$ cat config.mk
export PLATFORM = sky130hd
export DESIGN_NAME = icache_ctrl
export DESIGN_NICKNAME = d
export VERILOG_FILES = /design/src/common/icache_pkg.sv /design/src/hdl/icache_ctrl.sv
export SDC_FILE = /design/constraint.sdc
export NUM_CORES = 1
export LEC_CHECK = 0
export BUFFER_PORTS_ARGS = -buffer_cell sky130_fd_sc_hd__buf_2
export CORE_ASPECT_RATIO = 1.25
export CORE_MARGIN = 5
export CORE_UTILIZATION = 40
export CTS_CLUSTER_DIAMETER = 40
export DETAILED_ROUTE_END_ITERATION = 12
export PLACE_DENSITY = 0.79
export SLEW_MARGIN = 10
export SYNTH_ARGS = -nofsm -noshare
export SYNTH_HDL_FRONTEND = slang
export SYNTH_SLANG_ARGS = --single-unit
$ cat constraint.sdc
create_clock -name clk -period 1.91 [get_ports clk]
set_clock_uncertainty 0.2 [all_clocks]
set_input_delay 0.382 -clock clk [delete_from_list [all_inputs] [get_ports clk]]
set_output_delay 0.382 -clock clk [all_outputs]
set_load 0.01 [all_outputs]
$ cat src/common/icache_pkg.sv
package icache_pkg;

    // --------------------------------------------------
    // geometry
    localparam int CORE_ADDR_W    = 16;
    localparam int INST_W         = 32;
    localparam int MEM_DATA_W     = 128;
    localparam int BEATS_PER_LINE = 4;
    localparam int WORDS_PER_BEAT = 4;
    localparam int SETS           = 4;
    localparam int WAYS           = 2;

    // derived widths
    localparam int SET_W       = 2;
    localparam int WAY_W       = 1;
    localparam int BEAT_W      = 2;
    localparam int WORD_W      = 4;
    localparam int TAG_W       = 10;
    localparam int MEM_ADDR_W  = 14;
    localparam int BANK_ADDR_W = 4;

    // --------------------------------------------------
    // core word address, flat or split
    typedef struct packed {
        logic [TAG_W-1:0]         tag;
        logic [SET_W-1:0]         set;
        logic [BEAT_W-1:0]        beat;
        logic [WORD_W-BEAT_W-1:0] word;
    } core_addr_fields_t;

    typedef union packed {
        logic [CORE_ADDR_W-1:0] raw;
        core_addr_fields_t      fields;
    } core_addr_u;

    typedef struct packed {
        logic       valid;
        core_addr_u addr;
    } core_req_t;

    typedef struct packed {
        logic              valid;
        logic [INST_W-1:0] inst;
    } core_rsp_t;

    typedef struct packed {
        logic                  valid;
        logic [MEM_ADDR_W-1:0] addr;
    } mem_req_t;

    typedef struct packed {
        logic                  valid;
        logic [MEM_DATA_W-1:0] data;
    } mem_rsp_t;

    typedef struct packed {
        logic             hit;
        logic [WAY_W-1:0] hit_way;
        logic [WAY_W-1:0] victim_way;
    } lookup_t;

    typedef enum logic [1:0] {
        IC_READY,
        IC_MISS,
        IC_RESPOND
    } ic_state_t;

endpackage

$ cat src/hdl/icache_ctrl.sv
`timescale 1ns/1ps

module icache_ctrl (
    input  logic                         clk,
    input  logic                         rst,
    input  icache_pkg::core_req_t        core_req_i,
    output logic                         req_ready_o,
    output logic                         core_rsp_valid_o,
    input  icache_pkg::lookup_t          lookup_i,
    output icache_pkg::mem_req_t         mem_req_o,
    input  logic                         mem_rsp_valid_i,
    input  logic [icache_pkg::BEAT_W-1:0] req_beat_i,
    input  logic                         last_rsp_i,
    output logic                         counter_clear_o,
    output logic                         req_step_o,
    output logic                         rsp_step_o,
    output icache_pkg::core_addr_u       lookup_addr_o,
    output logic [icache_pkg::WAY_W-1:0] data_rd_way_o,
    output icache_pkg::core_addr_u       data_rd_addr_o,
    output logic [icache_pkg::WAY_W-1:0] fill_way_o,
    output logic [icache_pkg::SET_W-1:0] fill_set_o,
    output logic [icache_pkg::TAG_W-1:0] fill_tag_o,
    output logic                         tag_write_o,
    output logic                         invalidate_o,
    output logic                         lru_touch_o,
    output logic [icache_pkg::WAY_W-1:0] lru_way_o,
    output logic [icache_pkg::SET_W-1:0] lru_set_o,
    output logic                         data_wr_en_o
);
    import icache_pkg::*;

    typedef struct packed {
        core_addr_u       addr;
        logic             hit;
        logic [WAY_W-1:0] victim;
    } req_reg_t;

    ic_state_t state_q, state_d;
    req_reg_t  req_q;
    logic      req_valid_q, req_busy_q, fill_done_q;
    logic      accept, miss_now, last_req, in_ready, in_respond;

    assign in_ready    = (state_q == IC_READY);
    assign in_respond  = (state_q == IC_RESPOND);
    assign req_ready_o = in_ready;
    assign accept      = core_req_i.valid && in_ready;
    assign miss_now    = accept && !lookup_i.hit;
    assign last_req    = req_busy_q && (req_beat_i == BEAT_W'(BEATS_PER_LINE - 1));

    // --------------------------------------------------
    // request register, also holds the pending miss while not ready
    always_ff @(posedge clk) begin
        if (accept) begin
            req_q <= '{addr: core_req_i.addr, hit: lookup_i.hit, victim: lookup_i.victim_way};
        end
    end

    always_ff @(posedge clk) begin
        if (rst) begin
            state_q     <= IC_READY;
            req_valid_q <= 1'b0;
            req_busy_q  <= 1'b0;
            fill_done_q <= 1'b0;
        end else begin
            state_q     <= state_d;
            req_valid_q <= accept;
            fill_done_q <= in_respond;
            if (miss_now) begin
                req_busy_q <= 1'b1;
            end else if (last_req) begin
                req_busy_q <= 1'b0;
            end
        end
    end

    always_comb begin
        state_d = state_q;
        case (state_q)
            IC_READY:   if (miss_now) state_d = IC_MISS;
            IC_MISS:    if (tag_write_o) state_d = IC_RESPOND;
            IC_RESPOND: state_d = IC_READY;
            default:    state_d = IC_READY;
        endcase
    end

    // --------------------------------------------------
    // core and memory strobes
    assign core_rsp_valid_o = (req_valid_q && req_q.hit) || fill_done_q;
    assign mem_req_o.valid  = req_busy_q;
    assign mem_req_o.addr   = {req_q.addr.raw[CORE_ADDR_W-1:WORD_W], req_beat_i};
    assign req_step_o       = req_busy_q;
    assign rsp_step_o       = (state_q == IC_MISS) && mem_rsp_valid_i;
    assign counter_clear_o  = in_respond;

    // fill steering
    assign data_wr_en_o = rsp_step_o;
    assign tag_write_o  = rsp_step_o && last_rsp_i;
    assign fill_way_o   = req_q.victim;
    assign fill_set_o   = req_q.addr.fields.set;
    assign fill_tag_o   = req_q.addr.fields.tag;
    assign invalidate_o = miss_now;

    // lru touch on a hit or once the fill is in
    assign lru_touch_o = (accept && lookup_i.hit) || in_respond;
    assign lru_way_o   = in_respond ? req_q.victim : lookup_i.hit_way;
    assign lru_set_o   = in_respond ? req_q.addr.fields.set : core_req_i.addr.fields.set;

    assign lookup_addr_o  = core_req_i.addr;
    assign data_rd_way_o  = in_ready ? lookup_i.hit_way : req_q.victim;
    assign data_rd_addr_o = in_ready ? core_req_i.addr : req_q.addr;

    a_mem_req_in_miss: assert property (@(posedge clk) disable iff (rst)
        (state_q != IC_MISS) |-> !mem_req_o.valid);

endmodule

==> impl_metrics.yaml <==
clock_network:
  cts_root_buf: "clkbuf_8"
  path_clk_slew_ns: 0.08
  htreeDepth: 1
  clk_path_buf_depth: 2
  cts_buffers: 3
  clk_latency_ns: 0.25
  cts_tree: "yes"
  cts.sinks: 23
  ctsHoldBuffers: 0
logic_synthesis:
  netlist_area_um2: 1364
  synth-compound-area-share: 0.01651
  syn_nets: 134
  synth_top_family_by_area: "buffers and inverters"
  ys_types: 17
  seq_area_frac_synth: 0.4697
  synthXorXnorAreaFrac: 0
  ys_warn_count: 0
  yosys-mux-area-fraction: 0.1899
  synthAdderAreaFrac: 0
  synth-seq-cells: 23
  yosys.area_share.simple: 0.06789
  syn_area_per_cell_um2: 12.63
  syn_inst: 108
sta:
  min_period_ns: 1.962
  slew_headroom: 0.8475
  hold_viol: 0
  fin_ws_ns: -0.05156
  timing.hold.ws_ns: 0.09763
  finalMaxSlewViolations: 0
  period_share: 1.027
  rsz0062_at_grt: "true"
  tightest_slew_ns: 0.2278
  fmax_ghz: 0.5098
  tns_ns: -0.7859
  setup_viol: 17
drt:
  wl_met1_mm: 1.079
  via_per_inst: 4.625
  routed_wl_mm: 3.015
  drt_iter0_drc: 14
  top_layer: "met4"
  route.met3.wl_um: 442
  dr_wl_met2_mm: 1.481
  antenna_left: 0
  route.vias.total: 962
  wire_per_inst_um: 14.50
  drc_errors: 0
  drt-pass1-iter-count: 3
global_route:
  grt_overflow: 0
  grt_max_degree: 13
  grt_pass1_vias: 985
  grt_first_pass_wirelength_mm: 4.505
  track_usage: 0.1188
  antenna_found_initial: 0
flow_run:
  max_cap_viol_count: 0
placed_design:
  placed_cells: 203
  place.gp.congestion: 0.7252
  numPortBuffers: 98
  placed_cell_area_um2: 1605
  pre_cts_slack_ns: 0.1299
worst_setup_path:
  cp.required_ns: 1.33
  end_kind: "output port"
  crit_type: "reg2out"
  cp_max_fo: 8
  start_kind: "flip-flop"
  worstPathArrival_ns: 1.38
floorplanning:
  initial_core_util: 0.4194
  die_h_um: 75.29
  core_um2: 3252
  io_pins: 99
  rows: 23
  die_x_um: 62.23
  die_area_um2: 4685
layout:
  post-route-cell-area_um2: 1853
  final_util: 0.5698
  fin_cells: 208
  syn_to_final_growth_pct: 35.87
  fin_nets: 198
  antenna_cells: 0
  drive_gt1_frac: 0.7719
run_status:
  violations: "setup timing"
  status: "finished, violations left"
power_and_ir_drop:
  leakagePower_nw: 0.9726
  irDropWorstVdd_mv: 0.4220
  total_power_mw: 1.252
  power.density_nw_per_um2: 675.8
min_path:
  hp-class: "in2reg"
-- worst max-delay path, stage by stage (launching register included) --
cell     delay (ns)
dfxtp_4        0.36
nor2_4         0.16
buf_8          0.17
mux2_4         0.31
buf_6          0.12
-- timing repair --
item,4_1_cts,5_1_grt
cloned,0,0
pin swaps,1,1
resized for setup,4,35
buffers inserted,0,1
endpoints found under the hold margin,0,0
setup endpoints to repair,20,20
-- registers in the layout (all words and copies together), names as in the netlist --
register	count
fill_tag_o	10
req_q	5
fill_way_o	1
req_valid_q	1
req_step_o	1
fill_set_o	2
state_q	2
fill_done_q	1
-- layout make-up --
type | instances | area [um^2]
clock buffers | 4 | 45.04
fillers | 294 | 1399
inverters | 1 | 3.754
multi-input cells | 39 | 431.7
flip-flops and latches | 23 | 645.6
well taps | 37 | 46.29
repair buffers | 104 | 680.7
-- power breakdown --
group          internal (mW)  switching [mW]
registers              0.574          0.0204
logic                  0.208           0.161
clock network          0.148           0.140
total                  0.931           0.321
-- final timing paths --
| check | startpoint | slack (ns) | cells after the start | to |
|---|---|---|---|---|
| setup / recovery | state_q[1] | -0.05 | 4 | data_rd_addr_o[15] |
| hold / removal | lookup_i[0] | 0.1 | 1 | fill_way_o |
| setup reg to reg | state_q[1] | 0.37 | 4 | fill_tag_o[9] |
| hold reg to reg | req_step_o | 0.32 | 2 | req_step_o |
-- placed cells by master (no fill, tap or decap), drive strengths merged --
cell	Yosys	layout
nor4b	1	1
a21oi	3	3
buf	45	104
nand2b	1	1
nor2	5	5
a21o	1	1
edfxtp	18	18
clkbuf	0	4
nand2	2	2
inv	1	1
dfxtp	5	5
and3	1	1
nor2b	3	3
and2	2	2
mux2	20	20
-- Yosys cell counts --
cell      count  area share
and2_1        2      0.0092
mux2_2       11       0.091
nand2_1       2      0.0055
dfxtp_1       5       0.073
nand2b_1      1      0.0046
nor2_1        4       0.011
buf_4        44        0.24
nor2b_1       3       0.014
and3_1        1      0.0046
edfxtp_1     18        0.40
a21o_1        1      0.0055
nor4b_2       1       0.011
mux2_4        9       0.099
nor2_4        1      0.0083
a21oi_1       3       0.011
buf_8         1       0.011
inv_1         1      0.0027
-- routing by layer --
layer  vias to the layer above  GRT usage
li1                        451          -
met1                       439     0.1135
met2                        70     0.2247
met3                         2    0.05821
met4                         0    0.03614
met5                         -          0
-- cell families after synthesis --
logic type / Yosys count
flops: 23
mux: 20
buf+inv: 46
compound gates: 4
simple gates: 15
Note: power is estimated with default switching activity, not from simulation.
