**config.mk**
```make
export PLATFORM = sky130hd
export DESIGN_NAME = fill_counter
export DESIGN_NICKNAME = d
export VERILOG_FILES = /design/src/common/icache_pkg.sv /design/src/hdl/fill_counter.sv
export SDC_FILE = /design/constraint.sdc
export NUM_CORES = 1
export LEC_CHECK = 0
export BUFFER_PORTS_ARGS = -buffer_cell sky130_fd_sc_hd__buf_4
export CELL_PAD_IN_SITES_DETAIL_PLACEMENT = 1
export CELL_PAD_IN_SITES_GLOBAL_PLACEMENT = 1
export CORE_AREA = 2 2 39 41
export DETAILED_ROUTE_END_ITERATION = 8
export DIE_AREA = 0 0 41 43
export HOLD_SLACK_MARGIN = 0.06
export PLACE_DENSITY = 0.49
export RECOVER_POWER = 50
export SKIP_LAST_GASP = 1
export SYNTH_ARGS = -nofsm -noshare
export SYNTH_HDL_FRONTEND = slang
export SYNTH_SLANG_ARGS = --single-unit
```
**constraint.sdc**
```tcl
create_clock -name clk -period 1.5 [get_ports clk]
set_input_delay 0.075 -clock clk [delete_from_list [all_inputs] [get_ports clk]]
set_output_delay 0.075 -clock clk [all_outputs]
set_load 0.005 [all_outputs]
```
**src/common/icache_pkg.sv**
```systemverilog
package icache_pkg;

    // --------------------------------------------------
    // geometry
    localparam int CORE_ADDR_W    = 16;
    localparam int INST_W         = 32;
    localparam int MEM_DATA_W     = 128;
    localparam int BEATS_PER_LINE = 4;
    localparam int WORDS_PER_BEAT = 4;
    localparam int SETS           = 4;
    localparam int WAYS           = 2;

    // derived widths
    localparam int SET_W       = 2;
    localparam int WAY_W       = 1;
    localparam int BEAT_W      = 2;
    localparam int WORD_W      = 4;
    localparam int TAG_W       = 10;
    localparam int MEM_ADDR_W  = 14;
    localparam int BANK_ADDR_W = 4;

    // --------------------------------------------------
    // core word address, flat or split
    typedef struct packed {
        logic [TAG_W-1:0]         tag;
        logic [SET_W-1:0]         set;
        logic [BEAT_W-1:0]        beat;
        logic [WORD_W-BEAT_W-1:0] word;
    } core_addr_fields_t;

    typedef union packed {
        logic [CORE_ADDR_W-1:0] raw;
        core_addr_fields_t      fields;
    } core_addr_u;

    typedef struct packed {
        logic       valid;
        core_addr_u addr;
    } core_req_t;

    typedef struct packed {
        logic              valid;
        logic [INST_W-1:0] inst;
    } core_rsp_t;

    typedef struct packed {
        logic                  valid;
        logic [MEM_ADDR_W-1:0] addr;
    } mem_req_t;

    typedef struct packed {
        logic                  valid;
        logic [MEM_DATA_W-1:0] data;
    } mem_rsp_t;

    typedef struct packed {
        logic             hit;
        logic [WAY_W-1:0] hit_way;
        logic [WAY_W-1:0] victim_way;
    } lookup_t;

    typedef enum logic [1:0] {
        IC_READY,
        IC_MISS,
        IC_RESPOND
    } ic_state_t;

endpackage

```
**src/hdl/fill_counter.sv**
```systemverilog
`timescale 1ns/1ps

module fill_counter (
    input  logic                          clk,
    input  logic                          rst,
    input  logic                          clear_i,
    input  logic                          req_step_i,
    input  logic                          rsp_step_i,
    output logic [icache_pkg::BEAT_W-1:0] req_beat_o,
    output logic [icache_pkg::BEAT_W-1:0] rsp_beat_o,
    output logic                          last_rsp_o
);
    import icache_pkg::*;

    // one extra bit tells a full line apart from an empty one
    logic [BEAT_W:0] req_cnt_q;
    logic [BEAT_W:0] rsp_cnt_q;

    always_ff @(posedge clk) begin
        if (rst || clear_i) begin
            req_cnt_q <= '0;
            rsp_cnt_q <= '0;
        end else begin
            if (req_step_i) begin
                req_cnt_q <= req_cnt_q + 1'b1;
            end
            if (rsp_step_i) begin
                rsp_cnt_q <= rsp_cnt_q + 1'b1;
            end
        end
    end

    assign req_beat_o = req_cnt_q[BEAT_W-1:0];
    assign rsp_beat_o = rsp_cnt_q[BEAT_W-1:0];
    assign last_rsp_o = (rsp_cnt_q == (BEAT_W + 1)'(BEATS_PER_LINE - 1));

    // memory only answers beats that were asked for
    a_rsp_after_req: assert property (@(posedge clk) disable iff (rst)
        rsp_step_i |-> (rsp_cnt_q < req_cnt_q));

endmodule

```
==> results of run 1 <==
[metal layers]
metal | track usage [%] | vias up | wire [um]
met5 | 0 | - | 0
met4 | 8.00 | 0 | 0
met3 | 3.14 | 0 | 46
met2 | 9.06 | 9 | 254
met1 | 8.68 | 92 | 177
li1 | - | 95 | -
[power by group through the flow]
stage	Sequential, mW	Combinational [mW]	Clock (mW)
floorplan	0.144	0.0181	0
global placement	0.144	0.0337	0
detailed placement	0.145	0.0347	0
CTS	0.142	0.0368	0.163
global route	0.143	0.0398	0.173
finish	0.142	0.0357	0.152
[worst register-to-register path, stage by stage (launching register included)]
cell	delay [ns]
dfxtp_1	0.32
ha_1	0.21
ha_1	0.28
a211oi_2	0.20
[cells by family (layout without fill, tap and decap cells)]
group,Yosys count,after routing,synth area share (%)
flip-flops,5,5,43.5
AO/OA/AOI/OAI,3,3,12.0
buffers and inverters,3,15,8.15
multiplexers,1,1,4.35
AND/OR/NAND/NOR,6,6,13.6
adder cells (fa/ha/maj),2,2,10.9
XOR/XNOR,2,2,7.61
[placed cells by master, fill, tap and decap left out]
cell,count
a211oi_2,1
a21bo_2,1
a21oi_1,1
buf_4,6
clkbuf_1,1
clkbuf_4,6
dfxtp_1,5
dlygate4sd3_1,1
ha_1,2
inv_1,1
mux2i_1,1
nand3b_1,1
nor2_1,4
or2_4,1
xnor2_1,2
[Yosys cell counts]
cell      n
xnor2_1   2
buf_4     2
or2_4     1
a21oi_1   1
nor2_1    4
nand3b_1  1
dfxtp_1   5
mux2i_1   1
a21bo_2   1
ha_1      2
a211oi_2  1
inv_1     1
[stage by stage]
stage	std cells	cell area, um2	utilization, %
2_1_floorplan	22	230	-
3_3_place_gp	45	303	21.9
3_5_place_dp	45	303	21.9
4_1_cts	50	339	24.5
5_1_grt	50	339	24.5
6_report	50	339	24.5
[layout make-up]
class / count / area, um2
timing repair buffer: 10 / 77.6
inverter: 1 / 3.75
clock buffer: 4 / 26.3
sequential: 5 / 100
tap: 16 / 20.0
fill: 168 / 1040
multi-input combinational: 14 / 111
[worst min-delay path by stage]
stage,to,cells past startpoint,slack (ns)
6_report,req_cnt_q[0]$_SDFFE_PP0P_,3,0.10
5_1_grt,req_cnt_q[0]$_SDFFE_PP0P_,3,0.10
4_1_cts,req_cnt_q[0]$_SDFFE_PP0P_,3,0.1
3_5_place_dp,rsp_cnt_q[2]$_SDFFE_PP0P_,2,0.31
3_3_place_gp,rsp_cnt_q[2]$_SDFFE_PP0P_,2,0.30
2_1_floorplan,rsp_cnt_q[2]$_SDFFE_PP0P_,1,0.16
[flip-flops by register name (all words and copies together), names as in the netlist]
name	flops
rsp_cnt_q	3
req_cnt_q	2
==> reports/results.txt, run 1 <==
initial antenna violation count = 0
TritonCTS clock tree = built
drt via density = 3.92
destination of the critical timing path = last_rsp_o
fmax = 0.870 GHz
worst hold slack = 0.105 ns
CTS max path bufs = 2
Max-Cap Viols = 0
Pint = 0.261 mW
outcome = complete, no violations
FP Rows = 14
Final Cycle Share = 76.6%
Synth cell types = 12
CTS resizes = 0
CP endpoint kind = output port
hold-fix buffers at CTS = 1
Ant. Diodes = 0
synthesized cell area = 230 um2
CP max stage cell = dfxtp_1
Yosys top cell by area = dfxtp_1
Worst R2R End = rsp_cnt_q[2]$_SDFFE_PP0P_
Critical Path Start = rsp_cnt_q[0]$_SDFFE_PP0P_
Synth area leaders = dfxtp_1 (43%), ha_1 (11%), xnor2_1 (7.6%)
share of layout cells above drive strength 1 = 44.1%
Net Count, Synth = 29
HP Start = req_step_i
Syn. warnings = 0
sequential fraction of the synthesis area = 43.5%
Pleak = 0.149 nW
DIE AREA = 0.00176 mm2
crit-path cells = ha_1 > ha_1 > buf_4
Final Hold Viols = 0
global-route wire length before repair = 793 um
drt wl/cell = 9.58 um
Sw Ratio = 21.1%
Yosys reg bits = 5
sequential power share = 43.1%
Die X = 41 um
# nets final = 42
starting density of the core = 16.6%
setup TNS = 0 ns
crit path time final = 1.15 ns
I/O pin total = 10
Reg2Reg Depth = 3
routability cong. = 0.560
HP Class = in -> reg
CP required = 1.42 ns
reg2reg start = rsp_cnt_q[0]$_SDFFE_PP0P_
Clk pwr share = 46.1%
RSZ-0062 raised after global routing = no
Buf/Inv on CP = 1
Mean Syn Cell Area = 10.5 um2
Switching Power = 0.0696 mW
Tot Pwr = 0.330 mW
Worst-Skew Late Latency = 0.24 ns
Worst-Margin Slew = 0.130 ns
WL final = 479 um
CTS H-tree depth = 1
kind of critical path = reg -> out
largest net degree at the start of global routing = 6
PortBufs = 9
Setup Skew = 0.00400 ns
total track usage = 7.43%
Worst R2R Setup Slack = 0.42 ns
Max Slew Vio Count = 0
final count of negative-setup-slack endpoints = 0
logic gate share of total power = 10.8%
share of the synthesized area in the top cell type = 43.5%
clk root buf = clkbuf_4
remaining global-route overflow = 0
crit path DAT = 1.07 ns
Post-Place Worst Slack = 0.402 ns
peak supply drop = 0.305 mV
TritonCTS Buffers = 3
CP top delay family = adder cells
DRC viols = 0
cells after synthesis = 22
Power Density = 974 mW/mm2
startpoint types = flop
clk sinks = 5
Worst slew margin = 91.1%
Starting DRT DRC Count = 2
Worst path depth = 3
Max stage delay on crit path = 0.32 ns
DRT antenna net count = 0
final worst setup slack = 0.351 ns
Via Count = 196
vias in the first global route = 196
Max FO, Critical Path = 3
Core Region = 0.00138 mm2
Pre-antenna DRT Iters = 2
CP dominant cell by count = ha_1
Die Span Y = 43 um
setup bufs post-CTS = 0
area delta synth->final = 47.3%
Worst-path clk slew = 0.04 ns
Power figures use the tool's default switching activity.
==> run 2, diff against run 1 <==
Settings changed: ABC_AREA from default to 1, PLACE_DENSITY 0.49 to 0.52.
Clock period 1.5 ns to 1.1 ns, I/O delays scaled along.
==> reports/results.txt, run 2 <==
outcome = complete, no violations (unchanged)
Reg2Reg Depth = 5 (was 3)
HP Start = req_step_i (unchanged)
Ant. Diodes = 0 (unchanged)
CP required = 1.04 ns (was 1.42 ns)
remaining global-route overflow = 0 (unchanged)
CP endpoint kind = output port (unchanged)
Starting DRT DRC Count = 1 (was 2)
Worst-Margin Slew = 0.218 ns (was 0.130 ns)
M2 GR Usage = 8.44% (was 9.06%)
Max FO, Critical Path = 2 (was 3)
Die X = 41 um (unchanged)
vias in the first global route = 212 (was 196)
Net Count, Synth = 39 (was 29)
Final Cycle Share = 95.4%
Mean Syn Cell Area = 7.39 um2 (was 10.5 um2)
Pleak = 0.174 nW (was 0.149 nW)
xor and xnor area share after synthesis = 0% (was 7.61%)
Worst R2R End = rsp_cnt_q[2]$_SDFFE_PP0P_ (unchanged)
TritonCTS clock tree = built (unchanged)
setup TNS = 0 ns (unchanged)
Syn. warnings = 0 (unchanged)
post-synthesis adder-cell area fraction = 10.6% (was 10.9%)
clk root buf = clkbuf_4 (unchanged)
drt via density = 3.94 (was 3.92)
PortBufs = 9 (unchanged)
most frequent cells in the layout = nand2_1 (9), nor2_1 (9), buf_4 (8), clkbuf_4 (6), dfxtp_1 (3) (was clkbuf_4 (6), buf_4 (6), dfxtp_1 (5), nor2_1 (4))
WL final = 563 um (was 479 um)
Power Density = 1230 mW/mm2 (was 974 mW/mm2)
I/O pin total = 10 (unchanged)
sequential fraction of the synthesis area = 42.3% (was 43.5%)
Final Hold Viols = 0 (unchanged)
share of the synthesized area in the top cell type = 42.3% (was 43.5%)
Core Region = 0.00138 mm2 (unchanged)
Hold Path Depth = 3 (unchanged)
Pre-antenna DRT Iters = 2 (unchanged)
kind of critical path = reg -> out (unchanged)
Post-Synth Simple-Gate Area = 35.4% (was 13.6%)
global-route wire length before repair = 793 um (unchanged)
Via Count = 244 (was 196)
Worst slew margin = 85.4% (was 91.1%)
HP Class = in -> reg (unchanged)
CTS max path bufs = 2 (unchanged)
main combinational cell family by area after synthesis = simple AND/OR/NAND/NOR gates (unchanged)
starting density of the core = 17.1% (was 16.6%)
commonest cells in the netlist = nand2_1 (9), nor2_1 (9), dfxtp_1 (5) (was dfxtp_1 (5), nor2_1 (4), buf_4 (2), ha_1 (2), xnor2_1 (2))
reg2reg start = rsp_cnt_q[1]$_SDFFE_PP0P_ (was rsp_cnt_q[0]$_SDFFE_PP0P_)
CTS H-tree depth = 1 (unchanged)
GR Layer Usage met1 = 8.36% (was 8.68%)
fmax = 0.953 GHz
# nets final = 54 (was 42)
Top reg by flops = rsp_cnt_q (unchanged)
DIE AREA = 0.00176 mm2 (unchanged)
FP Rows = 14 (unchanged)
Max-Cap Viols = 0 (unchanged)
worst hold slack = 0.0611 ns (was 0.105 ns)
TritonCTS Buffers = 3 (unchanged)
DRC viols = 0 (unchanged)
Worst R2R Setup Slack = 0.12 ns (was 0.42 ns)
Yosys top cell by area = dfxtp_1 (unchanged)
Worst-Skew Late Latency = 0.24 ns (about the same)
biggest regs = rsp_cnt_q x3, req_cnt_q x2 (unchanged)
multiplexer area fraction after synthesis = 0% (was 4.35%)
Hold Path Sink = req_cnt_q[0]$_SDFFE_PP0P_ (unchanged)
initial antenna violation count = 0 (unchanged)
asr flop ratio synth = 0% (unchanged)
Die Span Y = 43 um (unchanged)
peak supply drop = 0.394 mV (was 0.305 mV)
final count of negative-setup-slack endpoints = 0 (unchanged)
HPWL Detailed = 374 um
clk sinks = 5 (unchanged)
crit path DAT = 0.99 ns (was 1.07 ns)
Worst-path clk slew = 0.05 ns (was 0.04 ns)
crit path time final = 1.05 ns
largest net degree at the start of global routing = 7 (was 6)
Max Slew Vio Count = 0 (unchanged)
Synth cell types = 9 (was 12)
Yosys reg bits = 5 (unchanged)
area delta synth->final = 61.9% (was 47.3%)
share of layout cells above drive strength 1 = 41.3% (was 44.1%)
cells after synthesis = 32 (was 22)
startpoint types = flop (unchanged)
Synth area leaders = dfxtp_1 (42%), nand2_1 (14%), nor2_1 (14%) (was dfxtp_1 (43%), ha_1 (11%), xnor2_1 (7.6%))
drt wl/cell = 9.08 um (was 9.58 um)
M3 GR Usage = 3.14% (unchanged)
Synth Area in Compound Gates = 2.12% (was 12.0%)
total track usage = 6.83% (was 7.43%)
Top Usage Layer GRT = met2 (unchanged)
Setup Skew = 0.00119 ns (was 0.00400 ns)
Filler Cells Inserted = 175 (was 168)
flip-flop count of the largest register after layout = 3 (unchanged)
synthesized cell area = 236 um2 (was 230 um2)
RSZ-0062 raised after global routing = no (unchanged)
top_reg_cell synth = dfxtp_1 (unchanged)
EDFF count, synth = 0 (unchanged)
DRT antenna net count = 0 (unchanged)
routability cong. = 0.559 (was 0.560)
==> run 2: cell count changes in the layout (fill, tap and decap cells not counted), moves of 2 or more <==
| cell | delta |
|---|---|
| dfxtp_2 | +2 |
| nor2_1 | +5 |
| dfxtp_1 | -2 |
| ha_4 | +2 |
| nand2_1 | +9 |
| buf_4 | +2 |
| ha_1 | -2 |
| xnor2_1 | -2 |
==> run 2: report_power, final <==
part | leakage [nW] | switching (mW) | internal [mW] | total (mW)
logic | 0.117 | 0.0257 | 0.0335 | 0.0592
registers | 0.0417 | 0.00686 | 0.189 | 0.196
clock network | 0.0150 | 0.0780 | 0.137 | 0.215
==> run 2: logic make-up (layout without fill, tap and decap cells) <==
kind of cell	count (synthesis)	in the layout
AND/OR/NAND/NOR	20	20
flip-flops	5	5
AO/OA/AOI/OAI	1	1
adder cells (fa/ha/maj)	2	2
buffers and inverters	4	18
==> run 2: area by class of cell <==
| type | instances | area [um2] | share of cell area [%] |
|---|---|---|---|
| timing repair buffer | 12 | 92.6 | 24.2 |
| multi-input combinational | 23 | 134 | 35.0 |
| clock buffer | 4 | 26.3 | 6.86 |
| tap | 16 | 20.0 | 5.23 |
| sequential | 5 | 103 | 26.8 |
| inverter | 2 | 7.51 | 1.96 |
==> run 2: what timing repair did <==
action	CTS	global route
resized for setup	3	3
hold endpoints to repair	1	0
pin swaps	0	1
buffers inserted	0	1
hold buffers	1	0
endpoints found under the setup margin	1	2
==> run 2: how the worst max path moves through the flow <==
stage	slack, ns	to	startpoint	cells after the start
global route	0.006	last_rsp_o	rsp_cnt_q[1]$_SDFFE_PP0P_	3
floorplan	0.10	rsp_cnt_q[2]$_SDFFE_PP0P_	rsp_cnt_q[0]$_SDFFE_PP0P_	5
global placement	0.08	rsp_cnt_q[2]$_SDFFE_PP0P_	rsp_cnt_q[0]$_SDFFE_PP0P_	5
finish	0.05	last_rsp_o	rsp_cnt_q[1]$_SDFFE_PP0P_	3
detailed placement	0.07	rsp_cnt_q[2]$_SDFFE_PP0P_	rsp_cnt_q[1]$_SDFFE_PP0P_	5
CTS	0.002	last_rsp_o	rsp_cnt_q[0]$_SDFFE_PP0P_	3
==> run 2: critical path: stages, from the launching register on <==
cell and delay, ns:
dfxtp_2 0.33, ha_4 0.16, ha_4 0.14, buf_4 0.12
==> run 2: routing by layer <==
metal	wire [um]	up-vias
met5	0	-
li1	-	126
met2	264	8
met1	254	108
met4	4	0
met3	40	2
==> run 2: per-stage QoR <==
stage | cells | instance area [um2] | setup slack [ns] | power, mW | util [%]
after global routing | 62 | 383 | 0.00644 | 0.506 | 27.7
after detailed placement | 56 | 317 | 0.0725 | 0.252 | 22.9
after CTS | 61 | 358 | 0.00183 | 0.474 | 25.9
after global placement | 56 | 317 | 0.0795 | 0.251 | 22.9
after floorplan | 32 | 236 | 0.105 | 0.223 | -
final | 62 | 383 | 0.0503 | 0.471 | 27.7
==> run 3, diff against run 2 <==
Settings changed: SLEW_MARGIN from default to 5.
Clock period 1.1 ns to 1 ns, I/O delays scaled along.
==> reports/results.txt, run 3 (synthesis results as in run 2) <==
Worst-path clk slew = 0.05 ns (about the same)
final worst setup slack = -0.0388 ns (was 0.0503 ns)
Max-Cap Viols = 0 (unchanged)
Core Region = 0.00138 mm2 (unchanged)
CP endpoint kind = output port (unchanged)
Pint = 0.403 mW (was 0.360 mW)
startpoint types = flop (unchanged)
Power Density = 1280 mW/mm2 (was 1230 mW/mm2)
clk root buf = clkbuf_4 (unchanged)
Final Cycle Share = 104%
CTS H-tree depth = 1 (unchanged)
sequential power share = 41.2% (was 41.7%)
global-route wire length before repair = 890 um (was 793 um)
PortBufs = 9 (unchanged)
HP Start = rsp_step_i (was req_step_i)
Pleak = 0.183 nW (was 0.174 nW)
Top reg by flops = rsp_cnt_q (unchanged)
TritonCTS clock tree = built (unchanged)
clk sinks = 5 (unchanged)
DRT antenna net count = 0 (unchanged)
crit path time final = 1.04 ns
Worst R2R Setup Slack = 0.03 ns (was 0.12 ns)
CP required = 0.95 ns (was 1.04 ns)
Via Count = 241 (was 244)
reg2reg start = rsp_cnt_q[0]$_SDFFE_PP0P_ (was rsp_cnt_q[1]$_SDFFE_PP0P_)
logic gate share of total power = 13.9% (was 12.6%)
Switching Power = 0.122 mW (was 0.111 mW)
WL final = 534 um (was 563 um)
FP Rows = 14 (unchanged)
CTS max path bufs = 2 (unchanged)
vias in the first global route = 229 (was 212)
DRC viols = 0 (unchanged)
HP Class = in -> reg (unchanged)
Final Hold Viols = 0 (unchanged)
I/O pin total = 10 (unchanged)
TritonCTS Buffers = 3 (unchanged)
kind of critical path = reg -> out (unchanged)
remaining global-route overflow = 0 (unchanged)
crit path DAT = 0.99 ns (about the same)
Ant. Diodes = 0 (unchanged)
routability cong. = 0.566 (was 0.559)
Post-Place Worst Slack = -0.0288 ns (was 0.0725 ns)
Pre-antenna DRT Iters = 2 (unchanged)
Finished Layout Cells = 64 (was 62)
HPWL Detailed = 386 um (was 374 um)
Max Slew Vio Count = 0 (unchanged)
Starting DRT DRC Count = 1 (unchanged)
starting density of the core = 17.1% (unchanged)
Die Span Y = 43 um (unchanged)
share of layout cells above drive strength 1 = 41.7% (was 41.3%)
drt wl/cell = 8.34 um (was 9.08 um)
Critical Path Start = rsp_cnt_q[0]$_SDFFE_PP0P_ (was rsp_cnt_q[1]$_SDFFE_PP0P_)
largest net degree at the start of global routing = 7 (unchanged)
drt via density = 3.77 (was 3.94)
final count of negative-setup-slack endpoints = 1 (was 0)
Max FO, Critical Path = 2 (unchanged)
Placed Cells = 57 (was 56)
initial antenna violation count = 0 (unchanged)
Setup Skew = 0.000161 ns (was 0.00119 ns)
Worst-Margin Slew = 0.212 ns (was 0.218 ns)
Sw Ratio = 23.2% (was 23.5%)
total track usage = 8.24% (was 6.83%)
commonest non-fill, non-tap cell in the layout = nor2_1
setup TNS = -0.0388 ns (was 0 ns)
M2 GR Usage = 11.6% (was 8.44%)
biggest regs = rsp_cnt_q x3, req_cnt_q x2 (unchanged)
Tot Pwr = 0.524 mW (was 0.471 mW)
final core occ = 29.6% (was 27.7%)
area delta synth->final = 73.0% (was 61.9%)
outcome = finished, violations left (was complete, no violations)
DIE AREA = 0.00176 mm2 (unchanged)
Worst-Skew Late Latency = 0.24 ns (about the same)
M3 GR Usage = 6.28% (was 3.14%)
fmax = 0.963 GHz
Top Usage Layer GRT = met2 (unchanged)
peak supply drop = 0.539 mV (was 0.394 mV)
flip-flop count of the largest register after layout = 3 (unchanged)
RSZ-0062 raised after global routing = yes (was no)
Worst slew margin = 85.9% (was 85.4%)
# nets final = 56 (was 54)
failing checks = negative setup slack
most frequent cells in the layout = nor2_1 (9), nand2_1 (8), buf_4 (7), clkbuf_4 (6) (was nand2_1 (9), nor2_1 (9), buf_4 (8), clkbuf_4 (6), dfxtp_1 (3))
GR Layer Usage met1 = 7.74% (was 8.36%)
Die X = 41 um (unchanged)
Clk pwr share = 45.0% (was 45.7%)
==> run 3: path summary, 6_finish.rpt <==
check,endpoint,depth (start not counted)
min,rsp_cnt_q[2]$_SDFFE_PP0P_,3
min reg2reg,rsp_cnt_q[2]$_SDFFE_PP0P_,2
max,last_rsp_o,3
max reg2reg,rsp_cnt_q[2]$_SDFFE_PP0P_,5
==> run 3: power groups by stage <==
stage | Combinational, mW | Clock (mW) | Sequential, mW
6_report | 0.0727 | 0.236 | 0.216
4_1_cts | 0.0758 | 0.253 | 0.216
2_1_floorplan | 0.0285 | 0 | 0.217
3_5_place_dp | 0.0629 | 0 | 0.217
3_3_place_gp | 0.0621 | 0 | 0.217
5_1_grt | 0.0838 | 0.274 | 0.217
==> run 3: cell type report <==
type / instances / area (um2)
clock buffers: 4 / 26.3
repair buffers: 14 / 116
flip-flops and latches: 5 / 103
well taps: 16 / 20.0
inverters: 2 / 7.51
multi-input cells: 23 / 136
fillers: 168 / 975
==> run 3: critical path, cell delays in order, from the launching register on <==
cell,delay [ns]
dfxtp_2,0.33
ha_4,0.16
ha_4,0.15
buf_6,0.10
==> run 3: repair_timing <==
action | in CTS | in global routing
hold buffers | 3 | 0
buffers inserted | 0 | 0
endpoints found under the hold margin | 4 | 0
pin swaps | 1 | 2
endpoints found under the setup margin | 2 | 2
gates resized for setup | 7 | 1
==> run 3: per-layer routing <==
metal | vias to the layer above | wire length (um)
met5 | - | 0
met4 | 0 | 8
met3 | 2 | 46
met2 | 10 | 257
met1 | 100 | 222
li1 | 129 | -
==> run 3: metrics by stage <==
step	cell area, um2	hold WS [ns]
floorplan	236	0.179
global placement	324	0.300
detailed placement	324	0.311
CTS	412	0.0676
global route	409	0.0827
finish	409	0.0798
