===== src/common/icache_pkg.sv =====
package icache_pkg;

    // --------------------------------------------------
    // geometry
    localparam int CORE_ADDR_W    = 16;
    localparam int INST_W         = 32;
    localparam int MEM_DATA_W     = 128;
    localparam int BEATS_PER_LINE = 4;
    localparam int WORDS_PER_BEAT = 4;
    localparam int SETS           = 4;
    localparam int WAYS           = 2;

    // derived widths
    localparam int SET_W       = 2;
    localparam int WAY_W       = 1;
    localparam int BEAT_W      = 2;
    localparam int WORD_W      = 4;
    localparam int TAG_W       = 10;
    localparam int MEM_ADDR_W  = 14;
    localparam int BANK_ADDR_W = 4;

    // --------------------------------------------------
    // core word address, flat or split
    typedef struct packed {
        logic [TAG_W-1:0]         tag;
        logic [SET_W-1:0]         set;
        logic [BEAT_W-1:0]        beat;
        logic [WORD_W-BEAT_W-1:0] word;
    } core_addr_fields_t;

    typedef union packed {
        logic [CORE_ADDR_W-1:0] raw;
        core_addr_fields_t      fields;
    } core_addr_u;

    typedef struct packed {
        logic       valid;
        core_addr_u addr;
    } core_req_t;

    typedef struct packed {
        logic              valid;
        logic [INST_W-1:0] inst;
    } core_rsp_t;

    typedef struct packed {
        logic                  valid;
        logic [MEM_ADDR_W-1:0] addr;
    } mem_req_t;

    typedef struct packed {
        logic                  valid;
        logic [MEM_DATA_W-1:0] data;
    } mem_rsp_t;

    typedef struct packed {
        logic             hit;
        logic [WAY_W-1:0] hit_way;
        logic [WAY_W-1:0] victim_way;
    } lookup_t;

    typedef enum logic [1:0] {
        IC_READY,
        IC_MISS,
        IC_RESPOND
    } ic_state_t;

endpackage


===== src/icache/icache_tags.sv =====
`timescale 1ns/1ps

module icache_tags (
    input  logic                         clk,
    input  logic                         rst,
    input  icache_pkg::core_addr_u       lookup_addr_i,
    output icache_pkg::lookup_t          lookup_o,
    input  logic [icache_pkg::SET_W-1:0] fill_set_i,
    input  logic [icache_pkg::TAG_W-1:0] fill_tag_i,
    input  logic [icache_pkg::WAY_W-1:0] fill_way_i,
    input  logic                         tag_write_i,
    input  logic                         invalidate_i,
    input  logic                         lru_touch_i,
    input  logic [icache_pkg::WAY_W-1:0] lru_way_i,
    input  logic [icache_pkg::SET_W-1:0] lru_set_i
);
    import icache_pkg::*;

    logic             valid_q [WAYS][SETS];
    logic [TAG_W-1:0] tag_q   [WAYS][SETS];
    logic [WAY_W-1:0] lru_q   [WAYS][SETS];

    logic [SET_W-1:0] lk_set;
    logic [TAG_W-1:0] lk_tag;
    logic [WAY_W-1:0] touched_cnt;

    assign lk_set      = lookup_addr_i.fields.set;
    assign lk_tag      = lookup_addr_i.fields.tag;
    assign touched_cnt = lru_q[lru_way_i][lru_set_i];

    // --------------------------------------------------
    // lookup
    always_comb begin
        lookup_o = '0;
        for (int w = 0; w < WAYS; w++) begin
            if (valid_q[w][lk_set] && (tag_q[w][lk_set] == lk_tag)) begin
                lookup_o.hit     = 1'b1;
                lookup_o.hit_way = WAY_W'(w);
            end
            // oldest way is the one to replace
            if (lru_q[w][lk_set] == WAY_W'(WAYS - 1)) begin
                lookup_o.victim_way = WAY_W'(w);
            end
        end
    end

    // --------------------------------------------------
    // valid and tag arrays
    always_ff @(posedge clk) begin
        if (rst) begin
            for (int w = 0; w < WAYS; w++) begin
                for (int s = 0; s < SETS; s++) begin
                    valid_q[w][s] <= 1'b0;
                end
            end
        end else if (tag_write_i) begin
            valid_q[fill_way_i][fill_set_i] <= 1'b1;
        end else if (invalidate_i) begin
            // victim drops out as soon as the miss is seen
            valid_q[lookup_o.victim_way][lk_set] <= 1'b0;
        end
    end

    always_ff @(posedge clk) begin
        if (tag_write_i) begin
            tag_q[fill_way_i][fill_set_i] <= fill_tag_i;
        end
    end

    // --------------------------------------------------
    // lru counters, start out as the way index
    always_ff @(posedge clk) begin
        if (rst) begin
            for (int w = 0; w < WAYS; w++) begin
                for (int s = 0; s < SETS; s++) begin
                    lru_q[w][s] <= WAY_W'(w);
                end
            end
        end else if (lru_touch_i) begin
            for (int w = 0; w < WAYS; w++) begin
                if (lru_q[w][lru_set_i] < touched_cnt) begin
                    lru_q[w][lru_set_i] <= lru_q[w][lru_set_i] + 1'b1;
                end
            end
            lru_q[lru_way_i][lru_set_i] <= '0;
        end
    end

    // a line never lives in two ways of its set
    for (genvar s = 0; s < SETS; s++) begin : g_dup_set
        for (genvar a = 0; a < WAYS - 1; a++) begin : g_dup_a
            for (genvar b = a + 1; b < WAYS; b++) begin : g_dup_b
                a_no_dup_tag: assert property (@(posedge clk) disable iff (rst)
                    !(valid_q[a][s] && valid_q[b][s] && (tag_q[a][s] == tag_q[b][s])));
            end
        end
    end

endmodule


===== config.mk =====
export PLATFORM = sky130hd
export DESIGN_NAME = icache_tags
export DESIGN_NICKNAME = d
export VERILOG_FILES = /design/src/common/icache_pkg.sv /design/src/icache/icache_tags.sv
export SDC_FILE = /design/constraint.sdc
export NUM_CORES = 1
export LEC_CHECK = 0
export BUFFER_PORTS_ARGS = -buffer_cell sky130_fd_sc_hd__buf_2
export CORE_MARGIN = 1.5
export CORE_UTILIZATION = 26
export DETAILED_ROUTE_END_ITERATION = 10
export MAX_ROUTING_LAYER = met4
export PLACE_DENSITY = 0.38
export SETUP_SLACK_MARGIN = 0.1
export SLEW_MARGIN = 20
export SYNTH_ARGS = -nofsm -noshare
export SYNTH_HDL_FRONTEND = slang
export SYNTH_SLANG_ARGS = --single-unit
export TNS_END_PERCENT = 50

===== constraint.sdc =====
create_clock -name clk -period 2.2 [get_ports clk]
set_clock_uncertainty 0.05 [all_clocks]
set_input_delay 0.22 -clock clk [delete_from_list [all_inputs] [get_ports clk]]
set_output_delay 0.22 -clock clk [all_outputs]
set_load 0.005 [all_outputs]

==> key figures, run 1 <==
Status
  – Status: finished with violations
  – Failing checks: setup timing

Floorplanning
  – Die width: 130 um
  – # IOs: 40
  – Starting Density: 26.5%
  – Rows: 46
  – Die area: 16,900 um2
  – Die Y: 130 um
  – Core area: 15,800 um2

Critical path
  – CP Depth: 7
  – Reg2reg setup slack: 0.41 ns
  – Worst setup endpoint: lookup_o[2]
  – Crit path required time: 1.93 ns
  – Crit path cell chain: mux4_1 > xnor2_1 > nand4_1 > nor3_2 > buf_4 > a41o_1 > buf_2
  – Crit end category: primary output
  – Crit path max-delay family: multiplexers
  – Startpoint types: register
  – CP max FO: 1
  – Slowest CP cell: mux4_1
  – Crit path DAT: 2.06 ns
  – Worst Reg-to-Reg Cells: 4
  – Buf/Inv on CP: 2
  – CP Class: register to primary output
  – Slowest stage delay, CP: 0.54 ns
  – Crit Reg-Reg Startpoint: lru_q[1][0]$_SDFFE_PP0P_
  – Critical path origin: tag_q[0][27]$_DFFE_PP_
  – Reg-to-Reg End: valid_q[0][0]$_SDFFCE_PN0P_

Run
  – Max_cap viols: 0

Global routing
  – Vias in the first global route: 2,515
  – GR Util met3: 2.95%
  – Largest net degree at the start of global routing: 16
  – Met2 GRT Util: 20.1%
  – Met1 Use GR: 15.1%
  – Initial antenna violation count: 0
  – GR Overflow Total: 0
  – First-pass GRT wire length: 14,500 um
  – GR peak layer: met2
  – GRT Util Overall: 12.5%

Placed design
  – Post-DP HPWL: 6350 um
  – I/O Buffers: 35
  – Pre-CTS WS: -0.131 ns
  – RD Place Congestion: 0.800
  – Placed insts: 522

CTS
  – CTS tree: done
  – CTS Sinks: 96
  – CTS Buffer Depth: 2
  – Root Buffer: clkbuf_16
  – H-tree depth: 3
  – Post-cts hold buffer count: 0
  – Clock-pin slew on the worst setup and hold paths: 0.07 ns
  – CTS buffer count: 9
  – Clk Latency, worst-skew pair: 0.34 ns

Yosys
  – Count leader, synth: edfxtp_1
  – Yosys reg bits: 96
  – Synthesized area: 4190 um2
  – Yosys warnings: 0
  – Synth area leaders: edfxtp_1, mux4_2, mux4_1
  – Commonest cells in the netlist: edfxtp_1, nor2_1, xnor2_1
  – Cells after Synth: 261
  – Synth top area share: 63.0%
  – Post-synth EDFFs: 88
  – Ys flop type: edfxtp_1
  – Yosys top cell by area: edfxtp_1
  – Average size of a mapped cell: 16.1 um2
  – Post-Syn Nets: 298
  – Asr flop ratio synth: 0%
  – Sequential share of the synthesized area: 66.8%
  – Yosys cell types: 37

Layout
  – NumNets Final: 354
  – # fillers: 1,566
  – Filler-free cell count of the finished design: 537
  – Antenna cells: 0
  – Area taken by multi-input logic gates: 1350 um2
  – Area grow syn2layout: 21.9%
  – Sequential cell area: 2800 um2
  – Final core utilization: 32.3%
  – Proportion of layout cells with a drive suffix above 1: 31.8%

Detailed routing
  – TritonRoute pass-1 iters: 4
  – Routed WL: 9290 um
  – Vias per inst: 4.38
  – Antenna viol nets, final: 0
  – DRC violations left: 0
  – Routed via count: 2,352
  – 1st-iter DRT viols: 162
  – WL/cell: 17.3 um

STA
  – Fin. Hold Viols: 0
  – # setup viols final: 2
  – Worst hold margin: 0.104 ns
  – Worst Tran Pin Value: 0.412 ns
  – Final WS setup: -0.127 ns
  – RSZ-0062 raised after global routing: yes
  – Final min period: 2.33 ns
  – Max Fclk: 430 MHz
  – Worst slew margin: 72.5%
  – Slew Viols, Final: 0
  – Fin crit share: 106%

Power
  – Pwr Total: 3.96 mW
  – PwrDens: 775 nW/um2
  – Pleak: 1.78 nW
  – Worst vdd ir: 0.393 mV

Min path
  – Hold depth: 1
  – Hold_sp: fill_tag_i[1]
  – Worst hold path type: input pin to register
## layout make-up
cell class	count	share of cell area (%)
sequential	96	54.8
multi-input combinational	146	26.5
timing repair buffer	59	7.44
tap	216	5.29
clock buffer	10	4.48
clock inverter	5	1.10
inverter	5	0.367
## worst min path at each step
stage,slack (ns),to
3_3_place_gp,0.44,tag_q[0][28]$_DFFE_PP_
6_report,0.10,tag_q[1][1]$_DFFE_PP_
3_5_place_dp,0.46,tag_q[0][26]$_DFFE_PP_
5_1_grt,0.11,tag_q[0][34]$_DFFE_PP_
2_1_floorplan,0.27,tag_q[0][0]$_DFFE_PP_
4_1_cts,0.1,tag_q[0][26]$_DFFE_PP_
## where the power goes
| part | internal [mW] | leakage [nW] | switching, mW | total (mW) |
|---|---|---|---|---|
| combinational | 0.168 | 0.769 | 0.198 | 0.366 |
| sequential | 2.06 | 0.875 | 0.0159 | 2.07 |
| clock | 0.875 | 0.139 | 0.647 | 1.52 |
| total | 3.10 | 1.78 | 0.861 | 3.96 |
## per-layer routing
layer  vias up  wire, um  share of wire [%]
met2        32      4640                 50
met3        11       260                2.8
met5         -         0                  0
li1       1136         -                  -
met4         0       157                1.7
met1      1173      4230                 46
## placed cells by master, fill, tap and decap left out, types with 2 or more instances in the layout
cell type / netlist / final
o211ai_1: 5 / 5
mux4_1: 7 / 4
inv_1: 5 / 5
xor2_1: 5 / 5
a32oi_1: 2 / 2
clkbuf_16: 0 / 9
buf_4: 2 / 22
buf_12: 1 / 2
nor3_2: 0 / 5
a31oi_1: 5 / 5
nand4_1: 3 / 3
o21ai_0: 14 / 14
mux2_2: 2 / 2
xnor2_1: 18 / 12
edfxtp_1: 88 / 88
buf_2: 2 / 35
o22ai_1: 2 / 2
xnor2_2: 0 / 6
nor2_1: 20 / 20
mux2i_1: 14 / 14
clkinv_2: 0 / 2
mux4_2: 11 / 14
nand3_1: 2 / 2
nor3b_1: 4 / 4
nand2_1: 9 / 9
nand2b_1: 5 / 5
dfxtp_1: 8 / 8
nor3_1: 7 / 2
## sequential cells by signal, indices dropped and copies added (netlist names)
name	cells
valid_q	8
tag_q	80
lru_q	8
## stage by stage
step	setup TNS, ns	cell area [um2]
2_1_floorplan	0	4190
3_3_place_gp	-0.272	4780
3_5_place_dp	-0.347	4780
4_1_cts	-0.290	5090
5_1_grt	-0.420	5110
6_report	-0.157	5110
## kinds of logic (layout without fill, tap and decap cells)
kind of cell	after synthesis	after routing	synth area share (%)
DFF	96	96	66.8
and+or+nand+nor	54	54	6.33
AOI/OAI and AO/OA	35	35	5.34
muxes	34	34	14.2
xor gates and xnor gates	23	23	4.80
buffers and inverters	19	79	2.51
## repair_timing
| item | CTS | global route |
|---|---|---|
| setup endpoints to repair | 2 | 2 |
| buffers inserted | 0 | 0 |
| gates resized for setup | 7 | 4 |
| cloned | 0 | 0 |
Power figures use the tool's default switching activity.
==> inputs of run 2 (changes only) <==
ABC_AREA = 1   (was not set)
==> run 2 against run 1 <==
Against the previous run:
- the run now ends clean
- die area is 9.3% higher
- sequential power barely moved
- synthesized cell count is 95% higher
- sequential share of layout area fell by 3.4 points
- largest power group unchanged
==> key figures, run 2 <==
Status
  – Status: finished clean

Floorplanning
  – Core area: 17,300 um2
  – Starting Density: 26.5%
  – Rows: 48
  – Die width: 136 um
  – Die area: 18,500 um2
  – Die Y: 136 um
  – # IOs: 40

Critical path
  – Crit path max-delay family: simple AND/OR/NAND/NOR gates
  – Top cell by count, worst path: nand2_1
  – Crit end category: primary output
  – Startpoint types: register
  – Crit path DAT: 1.63 ns
  – Crit Reg-Reg Startpoint: lru_q[1][2]$_SDFFE_PP0P_
  – Reg-to-Reg End: valid_q[1][1]$_DFFE_PP_
  – Crit path required time: 1.93 ns
  – CP Class: register to primary output
  – Reg2reg setup slack: 0.76 ns
  – Buf/Inv on CP: 1
  – Worst Reg-to-Reg Cells: 6
  – Crit path cell chain: nand2_1 > nand2_1 > nand2_1 > nand2_1 > nand2_1 > nand2_1 > nor2_2 > nand2_2 > nor2_4 > nand2_2 > nand2_1 > buf_2
  – Slowest stage delay, CP: 0.36 ns
  – Slowest CP cell: edfxtp_1
  – CP max FO: 2

Layout
  – # fillers: 1,858
  – NumNets Final: 600
  – Flip-flop count of the largest register after layout: 80
  – Largest Register: tag_q
  – Commonest non-fill, non-tap cell in the layout: nand2_1
  – Area grow syn2layout: 18.6%
  – Antenna cells: 0
  – Area taken by multi-input logic gates: 1520 um2
  – Leading registers by flop count: tag_q: 80 flops, lru_q: 8 flops, valid_q: 8 flops
  – Final Cell Area: 5440 um2
  – Sequential cell area: 2800 um2
  – Commonest cells after routing, fill and taps aside: nand2_1, edfxtp_1, inv_1, nor2_1, buf_2
  – Proportion of layout cells with a drive suffix above 1: 16.0%

Yosys
  – Commonest cells in the netlist: nand2_1, edfxtp_1, inv_1
  – Synthesized area: 4590 um2
  – Asr flop ratio synth: 0%
  – Synth Area in Adders: 0%
  – Sequential share of the synthesized area: 61.1%
  – Xor and xnor area share after synthesis: 0.191%
  – Cells after Synth: 509
  – Yosys cell types: 24
  – Synth top area share: 57.6%
  – Post-synthesis mux area share: 0%
  – Post-Syn Nets: 546
  – Yosys top cell by area: edfxtp_1
  – Yosys reg bits: 96
  – Post-synth EDFFs: 88
  – Post-synthesis simple-gate area fraction: 28.9%
  – Synth Area in Compound Gates: 3.38%
  – Average size of a mapped cell: 9.02 um2
  – Yosys warnings: 0
  – Synth area leaders: edfxtp_1, nand2_1, inv_1
  – Main combinational cell family by area after synthesis: simple AND/OR/NAND/NOR gates
  – Count leader, synth: nand2_1
  – Ys flop type: edfxtp_1

CTS
  – CTS Sinks: 96
  – H-tree depth: 3
  – Post-CTS setup buffer count: 0
  – Clock-pin slew on the worst setup and hold paths: 0.08 ns
  – Root Buffer: clkbuf_16
  – CTS Buffer Depth: 2
  – Clk Latency, worst-skew pair: 0.35 ns
  – Post-CTS resize count: 0
  – Post-cts hold buffer count: 0
  – CTS buffer count: 9
  – CTS tree: done

STA
  – Final min period: 1.90 ns
  – Fin crit share: 86.4%
  – Max Fclk: 526 MHz
  – # setup viols final: 0
  – Worst slew margin: 72.6%
  – TNS Setup: 0 ns
  – Slew Viols, Final: 0
  – Worst Tran Pin Value: 0.407 ns
  – RSZ-0062 raised after global routing: yes
  – Worst hold margin: 0.0915 ns
  – Fin. Hold Viols: 0

Detailed routing
  – DRC violations left: 0
  – WL/cell: 15.0 um
  – 1st-iter DRT viols: 207
  – Routed via count: 3,417
  – TritonRoute pass-1 iters: 4
  – Routed WL: 11,900 um
  – Vias per inst: 4.31
  – Antenna viol nets, final: 0

Global routing
  – GR Overflow Total: 0
  – Largest net degree at the start of global routing: 25
  – First-pass GRT wire length: 19,100 um
  – GRT Util Overall: 14.6%
  – Initial antenna violation count: 0
  – Vias in the first global route: 3,388

Power
  – Pwr Total: 4.11 mW
  – Pleak: 2.38 nW
  – PwrDens: 755 nW/um2
  – Worst vdd ir: 0.371 mV

Placed design
  – RD Place Congestion: 0.835
  – I/O Buffers: 35
  – Post-placement cell area: 5090 um2
  – Post-DP HPWL: 8330 um

Min path
  – Worst hold path type: input pin to register
  – Hold depth: 1
  – WHS Endpoint: tag_q[0][13]$_DFFE_PP_
  – Hold_sp: fill_tag_i[3]

Run
  – Max_cap viols: 0
run 2: cell types whose count changed after synthesis, sizes merged, moves of 6 or more:
cell,change
buf,+6
mux4,-18
a22oi,+8
nand3,+27
nor2,+20
mux2i,-14
clkbuf,-7
inv,+43
xnor2,-18
o21ai,-9
nand2,+226
nand4,+11
run 2: kinds of logic after synthesis:
group / count (synthesis)
simple gates: 327
flops: 96
buf+inv: 61
compound gates: 24
xor+xnor: 1
run 2: per-layer routing:
metal  track usage [%]  wire (um)  vias to the layer above
li1                  -          -                     1779
met1              20.2       6170                     1568
met2              21.5       5070                       59
met3              3.06        479                       11
met4              4.61        155                        0
met5                 -          0                        -
run 2: worst max-delay path by stage:
stage                                       from                       to  slack [ns]  cells past startpoint
after floorplan                 lookup_addr_i[5]  valid_q[1][2]$_DFFE_PP_        0.72                      9
after global placement          lookup_addr_i[4]              lookup_o[2]        0.16                     13
after detailed placement        lookup_addr_i[5]              lookup_o[2]        0.16                     13
after CTS                       lookup_addr_i[5]              lookup_o[2]        0.16                     13
after global routing      tag_q[1][24]$_DFFE_PP_              lookup_o[2]         0.1                     10
final                     tag_q[1][10]$_DFFE_PP_              lookup_o[2]        0.30                     12
run 2: layout make-up:
type / count / share of cell area, %
flip-flops and latches: 96 / 51.5
multi-input cells: 352 / 28.0
repair buffers: 56 / 6.48
well taps: 225 / 5.17
clock buffers: 9 / 4.14
inverters: 48 / 3.31
clock inverters: 7 / 1.45
run 2: metrics by stage:
stage                     util (%)  worst slack (ns)  std cells
after floorplan                  -             0.715        509
after global placement        29.4             0.159        777
after detailed placement      29.4             0.162        777
after CTS                     31.2             0.162        793
after global routing          31.5            0.0974        793
final                         31.5             0.300        793
run 2: worst reg2reg max path, stage by stage, from the launching register on:
cell and delay (ns):
dfxtp_1 0.33, inv_1 0.08, o2111ai_2 0.23, nand2_1 0.09, nand2_2 0.15, inv_2 0.08
nor2_1 0.14
run 2: report_power, final:
| group | internal (mW) | leakage (nW) | switching [mW] |
|---|---|---|---|
| clock | 0.896 | 0.144 | 0.727 |
| sequential | 2.06 | 0.874 | 0.0160 |
| combinational | 0.134 | 1.36 | 0.279 |
==> inputs of run 3 (changes only) <==
GPL_TIMING_DRIVEN = 0   (was not set)
==> run 3 against run 2 <==
Against the previous run:
- global-route usage up 0.54 points
- final cell count shrank 1.0%
- sequential cell count unchanged
- worst hold slack about the same
- die area did not move
- sequential power barely moved
- combinational power rose by 3%
- critical path depth shrank 1
- setup slack got worse by 0.049 ns
- sequential share of layout area is 0.21 points lower
- final area is 0.41% higher
- first-iteration DRC count up 18%
- critical endpoint unchanged
- largest power group unchanged
==> key figures, run 3 (synthesis gave the netlist of run 2 again) <==
STA
  – # setup viols final: 0
  – Fin crit share: 88.6%
  – Worst hold margin: 0.0917 ns
  – Final min period: 1.95 ns
  – Worst slew margin: 43.8%
  – Worst Tran Pin Value: 0.842 ns
  – Final WS setup: 0.251 ns
  – Max Fclk: 513 MHz
  – RSZ-0062 raised after global routing: no
  – Slew Viols, Final: 0
  – Fin. Hold Viols: 0

Min path
  – Hold_sp: fill_tag_i[8]
  – Worst hold path type: input pin to register
  – WHS Endpoint: tag_q[0][28]$_DFFE_PP_
  – Hold depth: 1

Layout
  – Antenna cells: 0
  – Leading registers by flop count: tag_q: 80 flops, lru_q: 8 flops, valid_q: 8 flops
  – Proportion of layout cells with a drive suffix above 1: 15.7%
  – Largest Register: tag_q
  – Filler-free cell count of the finished design: 785
  – Area grow syn2layout: 19.1%
  – Commonest cells after routing, fill and taps aside: nand2_1, edfxtp_1, inv_1, buf_2, nor2_1
  – NumNets Final: 592
  – # fillers: 1,865
  – Commonest non-fill, non-tap cell in the layout: nand2_1
  – Flip-flop count of the largest register after layout: 80
  – Final Cell Area: 5470 um2

Critical path
  – Reg-to-Reg End: valid_q[0][3]$_SDFFCE_PN0P_
  – Crit path DAT: 1.68 ns
  – Slowest stage delay, CP: 0.18 ns
  – Top cell by count, worst path: nand3_1
  – Reg2reg setup slack: 0.81 ns
  – Crit Reg-Reg Startpoint: lru_q[1][2]$_SDFFE_PP0P_
  – Crit path max-delay family: buffers and inverters
  – Startpoint types: input pin
  – Crit path cell chain: buf_4 > inv_2 > buf_8 > buf_6 > nand3_1 > nand4_1 > nand3_1 > nor2_1 > nand3_1 > nand2_1 > buf_2
  – CP Class: input pin to primary output
  – Critical path origin: lookup_addr_i[5]
  – Worst Reg-to-Reg Cells: 7
  – Crit path required time: 1.93 ns
  – Buf/Inv on CP: 5
  – Slowest CP cell: buf_4
  – CP max FO: 10
  – Crit end category: primary output

Power
  – Worst vdd ir: 0.405 mV
  – Pleak: 2.36 nW
  – PwrDens: 789 nW/um2

Placed design
  – Pre-CTS WS: 0.116 ns
  – Post-placement cell area: 5060 um2
  – RD Place Congestion: 0.800
  – Post-DP HPWL: 8710 um
  – Placed insts: 767
  – I/O Buffers: 33

CTS
  – CTS buffer count: 9
  – CTS tree: done
  – Clock-pin slew on the worst setup and hold paths: 0.07 ns
  – CTS Sinks: 96
  – CTS Buffer Depth: 2
  – Root Buffer: clkbuf_16
  – H-tree depth: 3
  – Post-cts hold buffer count: 0
  – Clk Latency, worst-skew pair: 0.35 ns

Detailed routing
  – Vias per inst: 4.38
  – WL/cell: 16.1 um
  – Routed via count: 3,442
  – Antenna viol nets, final: 0
  – 1st-iter DRT viols: 245
  – TritonRoute pass-1 iters: 6
  – Routed WL: 12,600 um
  – DRC violations left: 0

Status
  – Status: finished clean

Floorplanning
  – Core area: 17,300 um2
  – # IOs: 40
  – Rows: 48
  – Die Y: 136 um
  – Starting Density: 26.5%
  – Die area: 18,500 um2
  – Die width: 136 um

Run
  – Max_cap viols: 0

Global routing
  – GRT Util Overall: 15.1%
  – First-pass GRT wire length: 19,600 um
  – Vias in the first global route: 3,418
  – GR Overflow Total: 0
  – Initial antenna violation count: 0
  – Largest net degree at the start of global routing: 17
run 3: cell count changes in the layout (fill, tap and decap cells not counted), sizes merged:
cell / before / now
clkbuf: 11 / 10
clkinvlp: 2 / 1
inv: 51 / 49
buf: 54 / 47
clkinv: 1 / 2
bufinv: 1 / 3
run 3: final cells by class:
| cell class | instances | area [um2] | area share [%] |
|---|---|---|---|
| plain buffers | 13 | 138 | 2.52 |
| clock buffers | 9 | 225 | 4.12 |
| clock inverters | 7 | 119 | 2.17 |
| inverters | 48 | 180 | 3.30 |
| multi-input cells | 352 | 1540 | 28.2 |
| flip-flops and latches | 96 | 2800 | 51.3 |
| well taps | 225 | 282 | 5.15 |
| repair buffers | 35 | 180 | 3.30 |
run 3: how the worst max path moves through the flow:
stage                                          to  cells past startpoint
after floorplan           valid_q[1][2]$_DFFE_PP_                      9
after global placement      tag_q[1][1]$_DFFE_PP_                      5
after detailed placement              lookup_o[2]                     12
after CTS                             lookup_o[2]                     11
after global routing                  lookup_o[2]                     14
final                                 lookup_o[2]                     11
run 3: what timing repair did:
action | CTS | global route
gates cloned | 0 | 0
pin swaps | 0 | 9
endpoints found under the setup margin | 1 | 2
gates resized for setup | 1 | 15
setup buffers | 0 | 2
run 3: per-layer routing:
layer / wire [um] / vias up / track usage, %
met5: 0 / - / -
met4: 135 / 0 / 3.90
met3: 513 / 9 / 3.02
met2: 5690 / 67 / 22.7
met1: 6280 / 1597 / 21.0
li1: - / 1769 / -
run 3: worst register-to-register path, delay by kind of cell, from the launching register on:
kind / cells / cell delay [ns]
simple gates: 4 / 0.37
buf+inv: 2 / 0.15
compound gates: 1 / 0.22
flops: 1 / 0.34
run 3: stage by stage:
stage / utilization (%) / total power [mW] / setup TNS [ns]
6_report: 31.6 / 4.31 / 0
5_1_grt: 31.6 / 4.49 / 0
4_1_cts: 31.3 / 4.35 / 0
3_5_place_dp: 29.2 / 2.53 / 0
3_3_place_gp: 29.1 / 2.53 / -1.31
2_1_floorplan: - / 2.36 / 0
run 3: power breakdown:
| group | internal, mW | total [mW] | switching [mW] |
|---|---|---|---|
| combinational | 0.135 | 0.424 | 0.289 |
| clock | 1.11 | 1.82 | 0.702 |
| sequential | 2.06 | 2.07 | 0.0166 |
